===== src/hw/clkrst_pkg.sv =====
// Shared constants of the clock-enable and reset generator
// All domains run from the one system clock, a domain "clock" is an enable strobe
// Divider and mask registers sit on a small req/ack config bus
`default_nettype none

package clkrst_pkg;

  // Domain count, domain 0 is the core
  localparam int unsigned NUM_DOMAINS = 4;

  // Divider register width, value 0 behaves like 1
  localparam int unsigned DIV_W = 8;

  // Config bus widths
  localparam int unsigned ADDR_W = 4;
  localparam int unsigned DATA_W = 32;

  localparam logic [DIV_W-1:0] DEFAULT_DIV = 8'd1; // Enable always on after reset

  // Extra cycles a domain reset is held after its cause goes away
  localparam int unsigned RST_STAGES = 3;
  localparam int unsigned RST_CNT_W  = $clog2(RST_STAGES + 1);

  // Debug module reset only hits the core domain
  localparam logic [NUM_DOMAINS-1:0] DM_RST_MASK = 4'b0001;

  // Register map
  // Addresses 0 .. NUM_DOMAINS-1 hold the dividers
  localparam logic [ADDR_W-1:0] ADDR_GATE = 4'd4; // One gate bit per domain
  localparam logic [ADDR_W-1:0] ADDR_SRST = 4'd5; // One soft reset bit per domain

endpackage

`default_nettype wire


===== src/hw/domain_cfg_if.sv =====
// Per-domain control from the config block to one domain block
// div/div_valid/div_ready form a lossy update: a newer write replaces a pending one
// gate and srst are plain levels
`default_nettype none

interface domain_cfg_if;

  logic [clkrst_pkg::DIV_W-1:0] div; // Raw written value, 0 is mapped to 1 by the domain
  logic                         div_valid;
  logic                         div_ready; // High at the period boundary
  logic                         gate;
  logic                         srst;

  // Config register side
  modport cfg_mp (
    output div,
    output div_valid,
    output gate,
    output srst,
    input  div_ready
  );

  // Domain side
  modport dom_mp (
    input  div,
    input  div_valid,
    input  gate,
    input  srst,
    output div_ready
  );

endinterface

`default_nettype wire


===== src/hw/clk_domain_gen.sv =====
// One domain: divide counter, enable strobe and reset sequencer
// dm_rst_i is assumed synchronous to clk
// A new divider is taken only at a period boundary, so no strobe is ever shortened
`default_nettype none

module clk_domain_gen #(
  parameter int unsigned DOMAIN_IDX = 0  // Selects the bit of DM_RST_MASK
) (
  input  wire          clk,
  input  wire          reset_i,
  input  wire          dm_rst_i,
  domain_cfg_if.dom_mp cfg_i,
  output logic         clk_en_o,
  output logic         rst_o
);

  // Whether the debug reset reaches this domain
  localparam logic DM_SEL = clkrst_pkg::DM_RST_MASK[DOMAIN_IDX];

  logic                              rst_cause;
  logic                              dom_rst;
  logic [clkrst_pkg::RST_CNT_W-1:0]  stretch_q;

  logic [clkrst_pkg::DIV_W-1:0]      cnt_q;
  logic [clkrst_pkg::DIV_W-1:0]      cur_div_q;
  logic [clkrst_pkg::DIV_W-1:0]      last_cnt;
  logic [clkrst_pkg::DIV_W-1:0]      new_div;
  logic                              strobe;

  // Reset sequencer

  assign rst_cause = reset_i | cfg_i.srst | (dm_rst_i & DM_SEL);

  // Reloads while the cause is on, then counts down to zero
  always_ff @(posedge clk) begin
    if (rst_cause) begin
      stretch_q <= clkrst_pkg::RST_CNT_W'(clkrst_pkg::RST_STAGES);
    end else if (stretch_q != '0) begin
      stretch_q <= stretch_q - clkrst_pkg::RST_CNT_W'(1);
    end
  end

  assign dom_rst = rst_cause | (stretch_q != '0); // On for RST_STAGES cycles past the cause

  // Divider

  assign last_cnt = cur_div_q - clkrst_pkg::DIV_W'(1);
  assign new_div  = (cfg_i.div == '0) ? clkrst_pkg::DIV_W'(1) : cfg_i.div;

  // One strobe per period, none while gated or in reset
  assign strobe = ~dom_rst & ~cfg_i.gate & (cnt_q == last_cnt);

  // Current divider only changes at the boundary
  always_ff @(posedge clk) begin
    if (reset_i) begin
      cur_div_q <= clkrst_pkg::DEFAULT_DIV;
    end else if (strobe && cfg_i.div_valid) begin
      cur_div_q <= new_div;
    end
  end

  always_ff @(posedge clk) begin
    if (dom_rst) begin
      cnt_q <= '0;
    end else if (strobe) begin
      cnt_q <= '0;                            // Next period starts, possibly with a new divider
    end else if (!cfg_i.gate) begin
      cnt_q <= cnt_q + clkrst_pkg::DIV_W'(1); // Gate freezes the count
    end
  end

  assign cfg_i.div_ready = strobe;
  assign clk_en_o        = strobe;
  assign rst_o           = dom_rst;

endmodule

`default_nettype wire


===== src/hw/clkrst_cfg_regs.sv =====
// Config bus slave for dividers, gate mask and soft reset mask
// Master holds req/addr/wdata/web until ack and drops req the cycle after ack
// Writes take effect at the end of the ack cycle, undefined addresses read zero
`default_nettype none

module clkrst_cfg_regs (
  input  wire                             clk,
  input  wire                             reset_i,
  input  wire                             req_i,
  input  wire                             web_i,   // Low means write
  input  wire [clkrst_pkg::ADDR_W-1:0]    addr_i,
  input  wire [clkrst_pkg::DATA_W-1:0]    wdata_i,
  output logic                            ack_o,
  output logic [clkrst_pkg::DATA_W-1:0]   rdata_o,
  domain_cfg_if.cfg_mp                    cfg_o [clkrst_pkg::NUM_DOMAINS]
);

  logic                                ack_q;
  logic                                acc_start;
  logic                                wr_en;
  logic [clkrst_pkg::DATA_W-1:0]       rd_data;
  logic [clkrst_pkg::DIV_W-1:0]        div_q [clkrst_pkg::NUM_DOMAINS];
  logic [clkrst_pkg::NUM_DOMAINS-1:0]  div_valid_q;
  logic [clkrst_pkg::NUM_DOMAINS-1:0]  div_ready;
  logic [clkrst_pkg::NUM_DOMAINS-1:0]  gate_q;
  logic [clkrst_pkg::NUM_DOMAINS-1:0]  srst_q;

  assign acc_start = req_i & ~ack_q;          // First cycle of a request
  assign wr_en     = ack_q & req_i & ~web_i;  // Write lands at the end of ack

  // One-cycle ack pulse
  always_ff @(posedge clk) begin
    if (reset_i) begin
      ack_q <= 1'b0;
    end else begin
      ack_q <= acc_start;
    end
  end

  // Read mux, unused bits stay zero
  always_comb begin
    rd_data = '0;
    for (int i = 0; i < clkrst_pkg::NUM_DOMAINS; i++) begin
      if (addr_i == clkrst_pkg::ADDR_W'(i)) rd_data[clkrst_pkg::DIV_W-1:0] = div_q[i];
    end
    if (addr_i == clkrst_pkg::ADDR_GATE) rd_data[clkrst_pkg::NUM_DOMAINS-1:0] = gate_q;
    if (addr_i == clkrst_pkg::ADDR_SRST) rd_data[clkrst_pkg::NUM_DOMAINS-1:0] = srst_q;
  end

  // Sampled on the first request cycle, presented with ack
  always_ff @(posedge clk) begin
    if (acc_start) rdata_o <= rd_data;
  end

  always_ff @(posedge clk) begin
    if (reset_i) begin
      div_valid_q <= '0;
      gate_q      <= '0;
      srst_q      <= '0;
      for (int i = 0; i < clkrst_pkg::NUM_DOMAINS; i++) begin
        div_q[i] <= clkrst_pkg::DEFAULT_DIV;
      end
    end else begin
      for (int i = 0; i < clkrst_pkg::NUM_DOMAINS; i++) begin
        if (wr_en && addr_i == clkrst_pkg::ADDR_W'(i)) begin
          div_q[i]       <= wdata_i[clkrst_pkg::DIV_W-1:0];
          div_valid_q[i] <= 1'b1; // Overwrites any pending update
        end else if (div_ready[i]) begin
          div_valid_q[i] <= 1'b0; // Taken by the domain
        end
      end
      if (wr_en && addr_i == clkrst_pkg::ADDR_GATE) begin
        gate_q <= wdata_i[clkrst_pkg::NUM_DOMAINS-1:0];
      end
      if (wr_en && addr_i == clkrst_pkg::ADDR_SRST) begin
        srst_q <= wdata_i[clkrst_pkg::NUM_DOMAINS-1:0];
      end
    end
  end

  // Fan out to the per-domain interfaces
  for (genvar i = 0; i < clkrst_pkg::NUM_DOMAINS; i++) begin : g_dom_if
    assign cfg_o[i].div       = div_q[i];
    assign cfg_o[i].div_valid = div_valid_q[i];
    assign cfg_o[i].gate      = gate_q[i];
    assign cfg_o[i].srst      = srst_q[i];
    assign div_ready[i]       = cfg_o[i].div_ready;
  end

  assign ack_o = ack_q;

endmodule

`default_nettype wire


===== src/hw/clkrst_gen_top.sv =====
// Clock-enable and reset generator top level
// All outputs are in the clk domain, clk_en_o is a strobe and not a clock
// Config bus: hold req until the one-cycle ack, drop it the cycle after
`default_nettype none

module clkrst_gen_top (
  input  wire                                clk,
  input  wire                                reset_i,
  input  wire                                test_mode_i,
  input  wire                                dm_rst_i,
  input  wire                                cfg_req_i,
  input  wire                                cfg_web_i,   // Low means write
  input  wire [clkrst_pkg::ADDR_W-1:0]       cfg_addr_i,
  input  wire [clkrst_pkg::DATA_W-1:0]       cfg_wdata_i,
  output logic                               cfg_ack_o,
  output logic [clkrst_pkg::DATA_W-1:0]      cfg_rdata_o,
  output logic [clkrst_pkg::NUM_DOMAINS-1:0] clk_en_o,
  output logic [clkrst_pkg::NUM_DOMAINS-1:0] rst_o,
  output logic                               rst_done_o
);

  logic [clkrst_pkg::NUM_DOMAINS-1:0] dom_en;
  logic [clkrst_pkg::NUM_DOMAINS-1:0] dom_rst;

  domain_cfg_if dom_cfg [clkrst_pkg::NUM_DOMAINS] ();

  clkrst_cfg_regs u_cfg_regs (
    .clk     ( clk         ),
    .reset_i ( reset_i     ),
    .req_i   ( cfg_req_i   ),
    .web_i   ( cfg_web_i   ),
    .addr_i  ( cfg_addr_i  ),
    .wdata_i ( cfg_wdata_i ),
    .ack_o   ( cfg_ack_o   ),
    .rdata_o ( cfg_rdata_o ),
    .cfg_o   ( dom_cfg     )
  );

  for (genvar i = 0; i < clkrst_pkg::NUM_DOMAINS; i++) begin : g_domain
    clk_domain_gen #(
      .DOMAIN_IDX ( i )
    ) u_domain (
      .clk      ( clk        ),
      .reset_i  ( reset_i    ),
      .dm_rst_i ( dm_rst_i   ),
      .cfg_i    ( dom_cfg[i] ),
      .clk_en_o ( dom_en[i]  ),
      .rst_o    ( dom_rst[i] )
    );
  end

  clkrst_out_stage u_out_stage (
    .clk         ( clk         ),
    .reset_i     ( reset_i     ),
    .test_mode_i ( test_mode_i ),
    .en_i        ( dom_en      ),
    .rst_i       ( dom_rst     ),
    .clk_en_o    ( clk_en_o    ),
    .rst_o       ( rst_o       ),
    .rst_done_o  ( rst_done_o  )
  );

endmodule

`default_nettype wire


===== src/hw/clkrst_out_stage.sv =====
// Output register stage for all domain enables and resets
// Test mode forces every enable high one cycle after it is raised
// rst_done_o is sticky until the next reset_i
`default_nettype none

module clkrst_out_stage (
  input  wire                                clk,
  input  wire                                reset_i,
  input  wire                                test_mode_i,
  input  wire [clkrst_pkg::NUM_DOMAINS-1:0]  en_i,
  input  wire [clkrst_pkg::NUM_DOMAINS-1:0]  rst_i,
  output logic [clkrst_pkg::NUM_DOMAINS-1:0] clk_en_o,
  output logic [clkrst_pkg::NUM_DOMAINS-1:0] rst_o,
  output logic                               rst_done_o
);

  logic [clkrst_pkg::NUM_DOMAINS-1:0] en_q;
  logic [clkrst_pkg::NUM_DOMAINS-1:0] rst_q;
  logic [clkrst_pkg::NUM_DOMAINS-1:0] tm_mask;
  logic                               done_q;

  assign tm_mask = {clkrst_pkg::NUM_DOMAINS{test_mode_i}};

  // Enables
  always_ff @(posedge clk) begin
    if (reset_i) begin
      en_q <= tm_mask;          // Off in reset unless in test mode
    end else begin
      en_q <= en_i | tm_mask;
    end
  end

  // Resets come up asserted
  always_ff @(posedge clk) begin
    if (reset_i) begin
      rst_q <= '1;
    end else begin
      rst_q <= rst_i;
    end
  end

  // Set once all registered resets are released
  always_ff @(posedge clk) begin
    if (reset_i) begin
      done_q <= 1'b0;
    end else if (rst_q == '0) begin
      done_q <= 1'b1;
    end
  end

  assign clk_en_o   = en_q;
  assign rst_o      = rst_q;
  assign rst_done_o = done_q;

endmodule

`default_nettype wire


===== config.mk =====
export PLATFORM = sky130hd
export DESIGN_NAME = clkrst_gen_top
export DESIGN_NICKNAME = d
export VERILOG_FILES = /design/src/hw/clkrst_pkg.sv /design/src/hw/domain_cfg_if.sv /design/src/hw/clk_domain_gen.sv /design/src/hw/clkrst_cfg_regs.sv /design/src/hw/clkrst_gen_top.sv /design/src/hw/clkrst_out_stage.sv
export SDC_FILE = /design/constraint.sdc
export NUM_CORES = 1
export LEC_CHECK = 0
export ABC_AREA = 0
export BUFFER_PORTS_ARGS = -buffer_cell sky130_fd_sc_hd__buf_4
export CORE_UTILIZATION = 26
export CTS_CLUSTER_DIAMETER = 60
export DETAILED_ROUTE_END_ITERATION = 10
export MAX_ROUTING_LAYER = met4
export PLACE_DENSITY = 0.42
export SETUP_SLACK_MARGIN = 0.1
export SYNTH_ARGS = -nofsm -noshare
export SYNTH_HDL_FRONTEND = slang
export SYNTH_SLANG_ARGS = --single-unit

===== constraint.sdc =====
create_clock -name clk -period 7.4 [get_ports clk]
set_input_delay 1.11 -clock clk [delete_from_list [all_inputs] [get_ports clk]]
set_output_delay 1.11 -clock clk [all_outputs]
set_load 0.03 [all_outputs]

# After elaboration in Yosys (flattened, before gate mapping)
# Memory sizes are Yosys's and may differ from the RTL's.
# Cells that the tools add are included.
[word_totals]
in_bits = 42
ram_bits = 32
elab_cells = 145
memories = 1
output_inout_bits = 42
ff_bits = 102
[op_classes]
add_sub_neg = 12
n_mux = 37
n_reduce_logical = 28
n_eq_ne = 9
n_bitwise = 35
[memory_table]
columns = ["name", "depth", "width", "read_ports", "rd_clocked_by_memory_dff", "wr", "line_no", "source"]
rows = [
  ["u_cfg_regs.div_q", 4, 8, 4, 0, 4, "clkrst_cfg_regs.sv:22", "logic [clkrst_pkg::DIV_W-1:0] div_q [clkrst_pkg::NUM_DOMAINS];"],
]
[op_table]
columns = ["operator", "n"]
rows = [
  ["2-to-1 mux 8 bit", 12],
  ["adder 8 x 1 -> 8 bit (second input constant)", 4],
  ["equality test 8 bit", 4],
  ["logical NOT 8 bit", 4],
  ["subtractor 8 x 1 -> 8 bit (second input constant)", 4],
  ["2-to-1 mux 1 bit", 22],
  ["nonzero test 2 bit", 8],
  ["bitwise OR 1 bit", 13],
  ["2-to-1 mux 4 bit", 3],
  ["bitwise AND 1 bit", 11],
  ["logical AND 1 bit", 10],
  ["NOT 1 bit", 10],
  ["equality test 4 x 2 -> 1 bit (second input constant)", 2],
  ["equality test 4 x 3 -> 1 bit (second input constant)", 2],
  ["logical NOT 4 bit", 2],
  ["OR reduction 2 bit", 4],
  ["subtractor 2 x 1 -> 2 bit (second input constant)", 4],
  ["equality test 4 x 1 -> 1 bit (second input constant)", 1],
  ["bitwise OR 4 bit", 1],
]

# Longest topological paths before layout
# Gate-level depths: netlist of run 1.
[logic_depth]
depth_word = 8
ltp_mapped = 10
mapped_depth_nobuf = 8

# Modules after synthesis
# Synthesis of run 1 repeated with hierarchy kept, for this count alone.
[unflattened]
cells_unflattened = 694
hier_area_um2 = 7295.7
[by_module_without_submodules]
columns = ["mod", "instances", "area_per_inst_um2", "cells_each", "seq_area_each_um2"]
rows = [
  ["clk_domain_gen at g_domain[1].u_domain ...", 3, 1134.8, 116, 360.3],
  ["clkrst_cfg_regs", 1, 2531.2, 209, 1461.4],
  ["clk_domain_gen at g_domain[0].u_domain", 1, 1101.1, 117, 360.3],
  ["clkrst_out_stage", 1, 259.0, 20, 180.2],
]

# Worst setup path before layout of run 1
# OpenSTA, ideal clock, no wires.
[synth_timing]
path_kind = "input port to flip-flop"
from = "input port reset_i"
to = "register g_domain[0].u_domain.cnt_q[0] in the netlist's numbering"
n_path_buf = 2
setup_time_ns = 0.124
path_slack_ns = 4.466
required_ns = 7.276
t_arrival_ns = 2.810
path_stages = 8
path_cell_list = "clkbuf_1 > or4b_1 > nor4_1 > o221a_2 > and3b_1 > or2_2 > clkbuf_1 > nor2_1"
[synth_between]
elab_chain_len = 7
[synth_rtl]
columns = ["element", "line_no", "source"]
rows = [
  ["start: declaration", "clkrst_gen_top.sv:8", "input wire reset_i,"],
  ["bitwise OR 1 bit (*) (2 in series)", "clk_domain_gen.sv:32", "assign rst_cause = reset_i | cfg_i.srst | (dm_rst_i & DM_SEL);"],
  ["bitwise OR 1 bit (*)", "clk_domain_gen.sv:43", "assign dom_rst = rst_cause | (stretch_q != '0);"],
  ["NOT 1 bit", "clk_domain_gen.sv:51", "assign strobe = ~dom_rst & ~cfg_i.gate & (cnt_q == last_cnt);"],
  ["bitwise AND 1 bit (2 in series)", "clk_domain_gen.sv:51", ""],
  ["OR reduction 2 bit (no source line) (*)", "-", ""],
  ["end signal: assignment", "clk_domain_gen.sv:68", "cnt_q <= cnt_q + clkrst_pkg::DIV_W'(1);"],
  ["end: declaration", "clk_domain_gen.sv:24", "logic [clkrst_pkg::DIV_W-1:0] cnt_q;"],
]
# Every way passes the cells marked *; elsewhere a longest branch is shown, timed or not.
# A chain may end at the register's enable or synchronous reset.

# Worst setup path in the final report of run 1
[layout_timing]
from = "input port reset_i"
to = "register g_domain[0].u_domain.cur_div_q[0] in the netlist's numbering"
[layout_between]
elab_chain_len = 7
[layout_rtl]
columns = ["element", "line_no", "source"]
rows = [
  ["bitwise OR 1 bit (2 in series)", "clk_domain_gen.sv:32", ""],
  ["bitwise OR 1 bit", "clk_domain_gen.sv:43", ""],
  ["NOT 1 bit", "clk_domain_gen.sv:51", ""],
  ["bitwise AND 1 bit (2 in series)", "clk_domain_gen.sv:51", ""],
  ["logical AND 1 bit", "clk_domain_gen.sv:57", "end else if (strobe && cfg_i.div_valid) begin"],
  ["end signal: assignment", "clk_domain_gen.sv:56", "cur_div_q <= clkrst_pkg::DEFAULT_DIV;"],
  ["end signal: assignment", "clk_domain_gen.sv:58", "cur_div_q <= new_div;"],
  ["end: declaration", "clk_domain_gen.sv:25", "logic [clkrst_pkg::DIV_W-1:0] cur_div_q;"],
]
# Parallel ways exist; a longest one is shown, timed or not.

==> results of run 1 <==
## cells in the mapped netlist (3+ instances only)
| cell | instances |
|---|---|
| o21ai_0 | 4 |
| nor2_1 | 68 |
| buf_4 | 24 |
| o21bai_1 | 5 |
| inv_1 | 24 |
| a21o_1 | 4 |
| nand2b_1 | 4 |
| dfxtp_1 | 94 |
| a211oi_1 | 5 |
| a21oi_1 | 10 |
| nand3_1 | 24 |
| nor2_2 | 8 |
| edfxtp_1 | 40 |
| and2_1 | 35 |
| or3_1 | 3 |
| nor2b_1 | 13 |
| a22oi_1 | 3 |
| mux2_2 | 5 |
| nand2_1 | 45 |
| nand4b_1 | 3 |
| o31ai_1 | 10 |
| nor4_1 | 11 |
| mux2i_1 | 35 |
| xnor2_1 | 34 |
| and3_1 | 7 |
| or2_2 | 5 |
| clkbuf_1 | 21 |
| ha_1 | 12 |
| nor3_1 | 17 |
| xor2_1 | 33 |
| nand4_1 | 10 |
| mux4_2 | 8 |
## routing by layer
layer	GRT usage	vias to the layer above
met2	0.2255	96
met3	0.02928	11
met1	0.1574	2272
li1	-	2345
met4	0.03602	0
met5	-	-
## flip-flops by register name, indices dropped and copies added, names as in the netlist, 8 cells and up
name,count
g_domain.u_domain.cur_div_q,32
g_domain.u_domain.cnt_q,32
u_cfg_regs.rdata_o,8
u_cfg_regs.div_q,32
g_domain.u_domain.stretch_q,8
## tightest hold or removal path: cells and delay by family (launching register included)
| family | cells | cell delay, ps |
|---|---|---|
| flops | 1 | 310 |
| simple gates | 1 | 50 |
| compound gates | 1 | 50 |
## power groups by stage
stage / registers [uW] / clock network, uW / logic [uW]
detailed placement: 807 / 0 / 121
global placement: 807 / 0 / 119
global route: 793 / 1010 / 133
CTS: 791 / 977 / 122
finish: 791 / 952 / 120
floorplan: 812 / 0 / 84.8
## worst max path at each step
stage / start / to / slack, ps / cells past startpoint
after global placement: reset_i / g_domain[0].u_domain.cur_div_q[0]$_SDFFE_PP1P_ / 3740 / 7
after floorplan: reset_i / g_domain[0].u_domain.cnt_q[0]$_SDFFE_PP0N_ / 4470 / 8
after global routing: reset_i / g_domain[0].u_domain.cur_div_q[0]$_SDFFE_PP1P_ / 4040 / 7
final: reset_i / g_domain[0].u_domain.cur_div_q[0]$_SDFFE_PP1P_ / 4130 / 7
after CTS: reset_i / g_domain[0].u_domain.cur_div_q[0]$_SDFFE_PP1P_ / 4110 / 7
after detailed placement: reset_i / g_domain[0].u_domain.cur_div_q[0]$_SDFFE_PP1P_ / 3710 / 7
## cell families after synthesis
kind of cell,Yosys count,synth area share
adders and majority gates,12,0.02241
other,1,0.0005598
muxes,48,0.08760
xor gates and xnor gates,67,0.08760
AOI/OAI and AO/OA,65,0.07994
DFF,134,0.4602
and+or+nand+nor,267,0.2066
buffers and inverters,72,0.05510
## metrics by stage
stage	std cells	utilization
5_1_grt	1038	0.3111
4_1_cts	1038	0.3111
6_report	1038	0.3111
3_3_place_gp	1007	0.2845
3_5_place_dp	1007	0.2845
2_1_floorplan	689	-
## cell type report
| class | count | area [um^2] |
|---|---|---|
| Fill cell | 2597 | 17400 |
| Multi-Input combinational cell | 483 | 3333 |
| Sequential cell | 134 | 3083 |
| Clock buffer | 20 | 479.2 |
| Tap cell | 330 | 412.9 |
| Timing Repair Buffer | 35 | 262.8 |
| Clock inverter | 11 | 192.7 |
| Inverter | 25 | 93.84 |
==> out/metrics.cfg, run 1 <==
[power]
power.total_uw = 1863
power.leakage_uw = 0.003114
p_seq_frac = 0.425
combPwrFrac = 0.065
power_density_mw_per_mm2 = 237.1
ir_drop_mv = 0.1142
clkPwrFrac = 0.511
swShare = 0.2192
p_int_uw = 1455
p_sw_uw = 408.3

[placement]
pre_cts_ws_ps = 3706
dp_hpwl_mm = 12.02
post_dp_cell_area_mm2 = 0.007186
gp_congestion = 0.7977
portBuffers = 35

[grt]
grt_pass1_vias = 4752
gr-total-overflow = 0
track_usage = 0.1328
grt_max_degree = 45
grt_antenna_before_repair = 1
grt_pass1_wl_mm = 25.66

[worst_setup_path]
crit-reg2reg-capture = g_domain[1].u_domain.cur_div_q[0]$_SDFFE_PP1P_
crit_arrival_ps = 3540
rr_startpoint = g_domain[1].u_domain.cur_div_q[0]$_SDFFE_PP1P_
critical_path.max_stage_delay_ps = 630
endpoint_kind = register
critical_path.startpoint_type = primary input
cp_top_family = simple AND/OR/NAND/NOR gates
cp_num_buf_inv = 1
path_class = in -> reg
r2r_cells = 8
cp.required_ps = 7680
crit_chain = buf_4 -> or4b_1 -> nor4_1 -> o221a_2 -> nand4bb_1 -> nor3_1 -> a31oi_1
crit_slowest_cell = or4b_1
crit_path_max_fanout = 44
reg2reg_slack_ps = 4630

[cells_and_area]
area_growth_pct = 17.30
diodes = 0
drive_gt1_frac = 0.1469
layout_common_cells = dfxtp_1 (94), nor2_1 (68), nand2_1 (45), edfxtp_1 (40)
stdcell_area_mm2 = 0.007858
num-nets-final = 750
final_common_cell = dfxtp_1

[cts]
cts.sinks = 134
post-cts-setup-buffers = 0
numCtsBuffers = 17
holdBufCountCts = 0
cts_tree = yes
clk_latency_ps = 420
clk_pin_slew_ps = 60
cts_resized = 0
clockBufferDepth = 2
htree_levels = 4
cts_root_buffer = clkbuf_16

[synth]
ys_seq_area_frac = 0.4602
async_flop_share = 0
synth.avg_cell_area_um2 = 10.06
syn_area_mm2 = 0.006699
synth_area_leader_cell = dfxtp_1
yosysWarnings = 0
synth_area_leaders = dfxtp_1 (28%), edfxtp_1 (18%), mux2i_1 (5.2%)
ys.flop_type = dfxtp_1
yosys.area.top_type_share = 0.2809
syn_inst = 666
synth_seq_cells = 134
synth_edf_count = 40
ys_types = 67

[min_path]
hold_path_class = reg -> reg
whs_path_depth = 2
worstHoldStart = u_cfg_regs.div_valid_q[0]$_SDFFE_PP0P_
hold_path_end = u_cfg_regs.div_valid_q[0]$_SDFFE_PP0P_

[detailed_routing]
dr.max_layer_used = met4
wl_met3_um = 564
num_vias = 4724
wire_per_inst_um = 15.38
postRouteAntennaNets = 0
routed-wl-met2_mm = 8.013
via_per_inst = 4.551
drc_errors = 0
firstDrtPassIters = 4
drtIter0Drc = 321
wirelength_mm = 15.96
drt-met1-wl_mm = 7.237

[sta]
slew_viol_final = 0
fin_skew_ps = 9.002
worst_slack_ps = 4132
worst_pin_slew_ps = 1190
finalHoldViolCount = 0
rsz0062_at_grt = no
fin_tns_setup_ps = 0
holdWs_ps = 453.8
slew_headroom = 0.1983
period_share = 0.4416
finalCriticalPeriod_ps = 3268
setup-violations-final = 0
max_freq_ghz = 0.3060

[die]
die_h_um = 162.5
fp-row-count = 58
floorplan.die.width_um = 162.5
initial_core_util = 0.2653
dieArea_mm2 = 0.02641
ioPinCount = 84
core_mm2 = 0.02525

[run]
max_cap_viol_count = 0

[status]
outcome = completed

Note: power is estimated with default switching activity, not from simulation.
==> run 2: changes to the inputs <==
--- a/config.mk
+++ b/config.mk
@@ -5,7 +5,7 @@
 export SDC_FILE = /design/constraint.sdc
 export NUM_CORES = 1
 export LEC_CHECK = 0
-export ABC_AREA = 0
+export ABC_AREA = 1
 export BUFFER_PORTS_ARGS = -buffer_cell sky130_fd_sc_hd__buf_4
 export CORE_UTILIZATION = 26
 export CTS_CLUSTER_DIAMETER = 60
==> constraint.sdc (replaced) <==
create_clock -name clk -period 3.2 [get_ports clk]
set_input_delay 0.48 -clock clk [delete_from_list [all_inputs] [get_ports clk]]
set_output_delay 0.48 -clock clk [all_outputs]
set_load 0.03 [all_outputs]
==> run 2 against run 1 <==
Net effect:
- the run now ends with DRC left
- sequential cell count unchanged
- global-route usage increased by 0.76 points
- critical path type is now reg -> reg
- sequential power increased by 130%
- clock skew about the same
- first-iteration DRC count increased by 22%
- highest routed layer unchanged
- final area increased by 2.9%
==> out/metrics.cfg, run 2 <==
[power]
power.leakage_uw = 0.003658  ; +17%
power_density_mw_per_mm2 = 499.9  ; +110%
ir_drop_mv = 0.3699  ; +220%

[detailed_routing]
routed-wl-met2_mm = 7.847  ; -2.1%
dr.max_layer_used = met4
wl_met3_um = 549  ; -2.7%
drtIter0Drc = 391  ; +22%
postRouteAntennaNets = 0  ; unchanged
drt-met1-wl_mm = 9.063  ; +25%
num_vias = 5685  ; +20%
via_per_inst = 4.307  ; -5.4%
wirelength_mm = 17.66  ; +11%
drc_errors = 8  ; +8
wire_per_inst_um = 13.38  ; -13%
firstDrtPassIters = 8  ; +4

[synth]
ys.flop_type = dfxtp_1
yosys.area.top_type_share = 0.2692  ; -0.01172
synth_edf_count = 40  ; unchanged
synth_common_cells = nand2_1 (220), nor2_1 (159), inv_1 (136), dfxtp_1 (94), nand3_1 (50)
synth.most_common_cell = nand2_1
synth_area_leader_cell = dfxtp_1
yosysWarnings = 0  ; unchanged
ys_seq_area_frac = 0.4410  ; -0.01919
synth_seq_cells = 134  ; unchanged
async_flop_share = 0  ; unchanged
syn_inst = 932  ; +40%
ys_types = 43  ; -36%
synth.avg_cell_area_um2 = 7.500  ; -25%
syn_area_mm2 = 0.006990  ; +4.4%
synth_area_leaders = dfxtp_1 (27%), edfxtp_1 (17%), nand2_1 (12%)

[sta]
rsz0062_at_grt = no
worst_pin_slew_ps = 915.6  ; -274.3 ps
finalCriticalPeriod_ps = 2081
holdWs_ps = 293.7  ; -160.0 ps
finalHoldViolCount = 0  ; unchanged
period_share = 0.6505
slew_headroom = 0.3873  ; +0.1890
max_freq_ghz = 0.4804
fin_skew_ps = 8.542  ; -0.4598 ps
fin_tns_setup_ps = 0  ; unchanged
setup-violations-final = 0  ; unchanged
slew_viol_final = 0  ; unchanged

[worst_setup_path]
reg2reg_slack_ps = 1120  ; -3510 ps
cp.required_ps = 3500  ; -4180 ps
cp-startpoint = g_domain[2].u_domain.cur_div_q[0]$_SDFFE_PP1P_
crit_path_max_fanout = 9  ; -80%
rr_startpoint = g_domain[2].u_domain.cur_div_q[0]$_SDFFE_PP1P_
crit-reg2reg-capture = g_domain[2].u_domain.cnt_q[0]$_SDFFE_PP0N_
path_class = reg -> reg
critical_path.startpoint_type = register
r2r_cells = 12  ; +4
crit_arrival_ps = 2390  ; -1150 ps
critPathCapture = g_domain[2].u_domain.cnt_q[0]$_SDFFE_PP0N_
endpoint_kind = register

[cts]
numCtsBuffers = 17  ; unchanged
clk_latency_ps = 420  ; about the same
cts.sinks = 134  ; unchanged
holdBufCountCts = 0  ; unchanged
clockBufferDepth = 2  ; unchanged
cts_root_buffer = clkbuf_16
clk_pin_slew_ps = 60  ; about the same
post-cts-setup-buffers = 0  ; unchanged
cts_tree = yes
htree_levels = 4  ; unchanged
cts_resized = 0  ; unchanged

[grt]
grt_antenna_before_repair = 0  ; -1
gr-total-overflow = 0  ; unchanged
grt_max_degree = 49  ; +8.9%
track_usage = 0.1404  ; +0.007624
grt_pass1_wl_mm = 29.33  ; +14%
grt_pass1_vias = 5546  ; +17%

[min_path]
hold_path_class = in -> reg
whs_path_depth = 3  ; +1

[cells_and_area]
num-nets-final = 1026  ; +37%
diodes = 0  ; unchanged
layout.cells.non_filler = 1320  ; +27%
area_growth_pct = 15.64
utilization = 0.3085  ; -0.002663
stdcell_area_mm2 = 0.008084  ; +2.9%
drive_gt1_frac = 0.1046  ; -0.04232
layout_common_cells = nand2_1 (220), nor2_1 (159), inv_1 (136), dfxtp_1 (94), nand3_1 (50)
largestRegisters = g_domain.u_domain.cnt_q (32), g_domain.u_domain.cur_div_q (32), u_cfg_regs.div_q (32)
final_common_cell = nand2_1

[run]
max_cap_viol_count = 0  ; unchanged

[placement]
dp_hpwl_mm = 13.33  ; +11%
dp_cells = 1288  ; +28%
gp_congestion = 0.8290  ; +3.9%
portBuffers = 35  ; unchanged
post_dp_cell_area_mm2 = 0.007495  ; +4.3%

[die]
dieArea_mm2 = 0.02755  ; +4.3%
initial_core_util = 0.2667  ; +0.001487
ioPinCount = 84  ; unchanged
fp-row-count = 59  ; +1.7%
floorplan.die.width_um = 166.0  ; +2.1%
core_mm2 = 0.02621  ; +3.8%
die_h_um = 166.0  ; +2.1%

[status]
outcome = complete, but fails checks
violations = DRC

## run 2: final cells by class
cell class / count / area [um^2]
flip-flops and latches: 134 / 3083
well taps: 335 / 419.2
clock inverters: 7 / 62.56
inverters: 139 / 521.8
clock buffers: 25 / 526.8
repair buffers: 36 / 270.3
fillers: 2794 / 18120
multi-input cells: 644 / 3201
## run 2: how the worst min path moves through the flow
stage / slack [ps] / startpoint / to
finish: 290 / dm_rst_i / g_domain[0].u_domain.stretch_q[0]$_SDFFE_PP1P_
global route: 290 / dm_rst_i / g_domain[0].u_domain.stretch_q[0]$_SDFFE_PP1P_
CTS: 280 / dm_rst_i / g_domain[0].u_domain.stretch_q[0]$_SDFFE_PP1P_
detailed placement: 460 / g_domain[3].u_domain.stretch_q[0]$_SDFFE_PP1P_ / g_domain[3].u_domain.stretch_q[0]$_SDFFE_PP1P_
global placement: 450 / g_domain[3].u_domain.stretch_q[0]$_SDFFE_PP1P_ / g_domain[3].u_domain.stretch_q[0]$_SDFFE_PP1P_
floorplan: 440 / g_domain[3].u_domain.stretch_q[0]$_SDFFE_PP1P_ / g_domain[3].u_domain.stretch_q[0]$_SDFFE_PP1P_
## run 2: worst max-delay path, stage by stage (launching register included)
cell     delay (ps)
dfxtp_1         370
inv_1           100
ha_1            270
nand2_1         130
inv_1            60
nand3_1          80
nand2_1          50
nand2_1          80
nand2_1          70
nor2_2          310
nand2_1         190
nand2_2         190
nor3_1           60
## run 2: layer usage
metal / GRT usage / up-vias
li1: - / 2987
met1: 0.1859 / 2609
met2: 0.2150 / 72
met3: 0.02884 / 17
met4: 0.04145 / 0
met5: - / -
## run 2: kinds of logic after synthesis
family / share of synthesized area
DFF: 0.4410
AOI/OAI and AO/OA: 0.06050
buffers and inverters: 0.1135
adders and majority gates: 0.02148
xor gates and xnor gates: 0.05083
and+or+nand+nor: 0.3122
other: 0.0005364
## run 2: through the flow
step	power (uW)	setup slack [ps]
6_report	4041	1119
3_3_place_gp	2126	899.1
5_1_grt	4191	858.3
3_5_place_dp	2128	891.7
2_1_floorplan	2055	1445
4_1_cts	4091	1087
## run 2: power breakdown
group          internal (uW)  total, uW  switching, uW
registers               1790       1820           30.2
logic                   75.6        265            189
clock network           1210       1950            738
total                   3080       4040            958
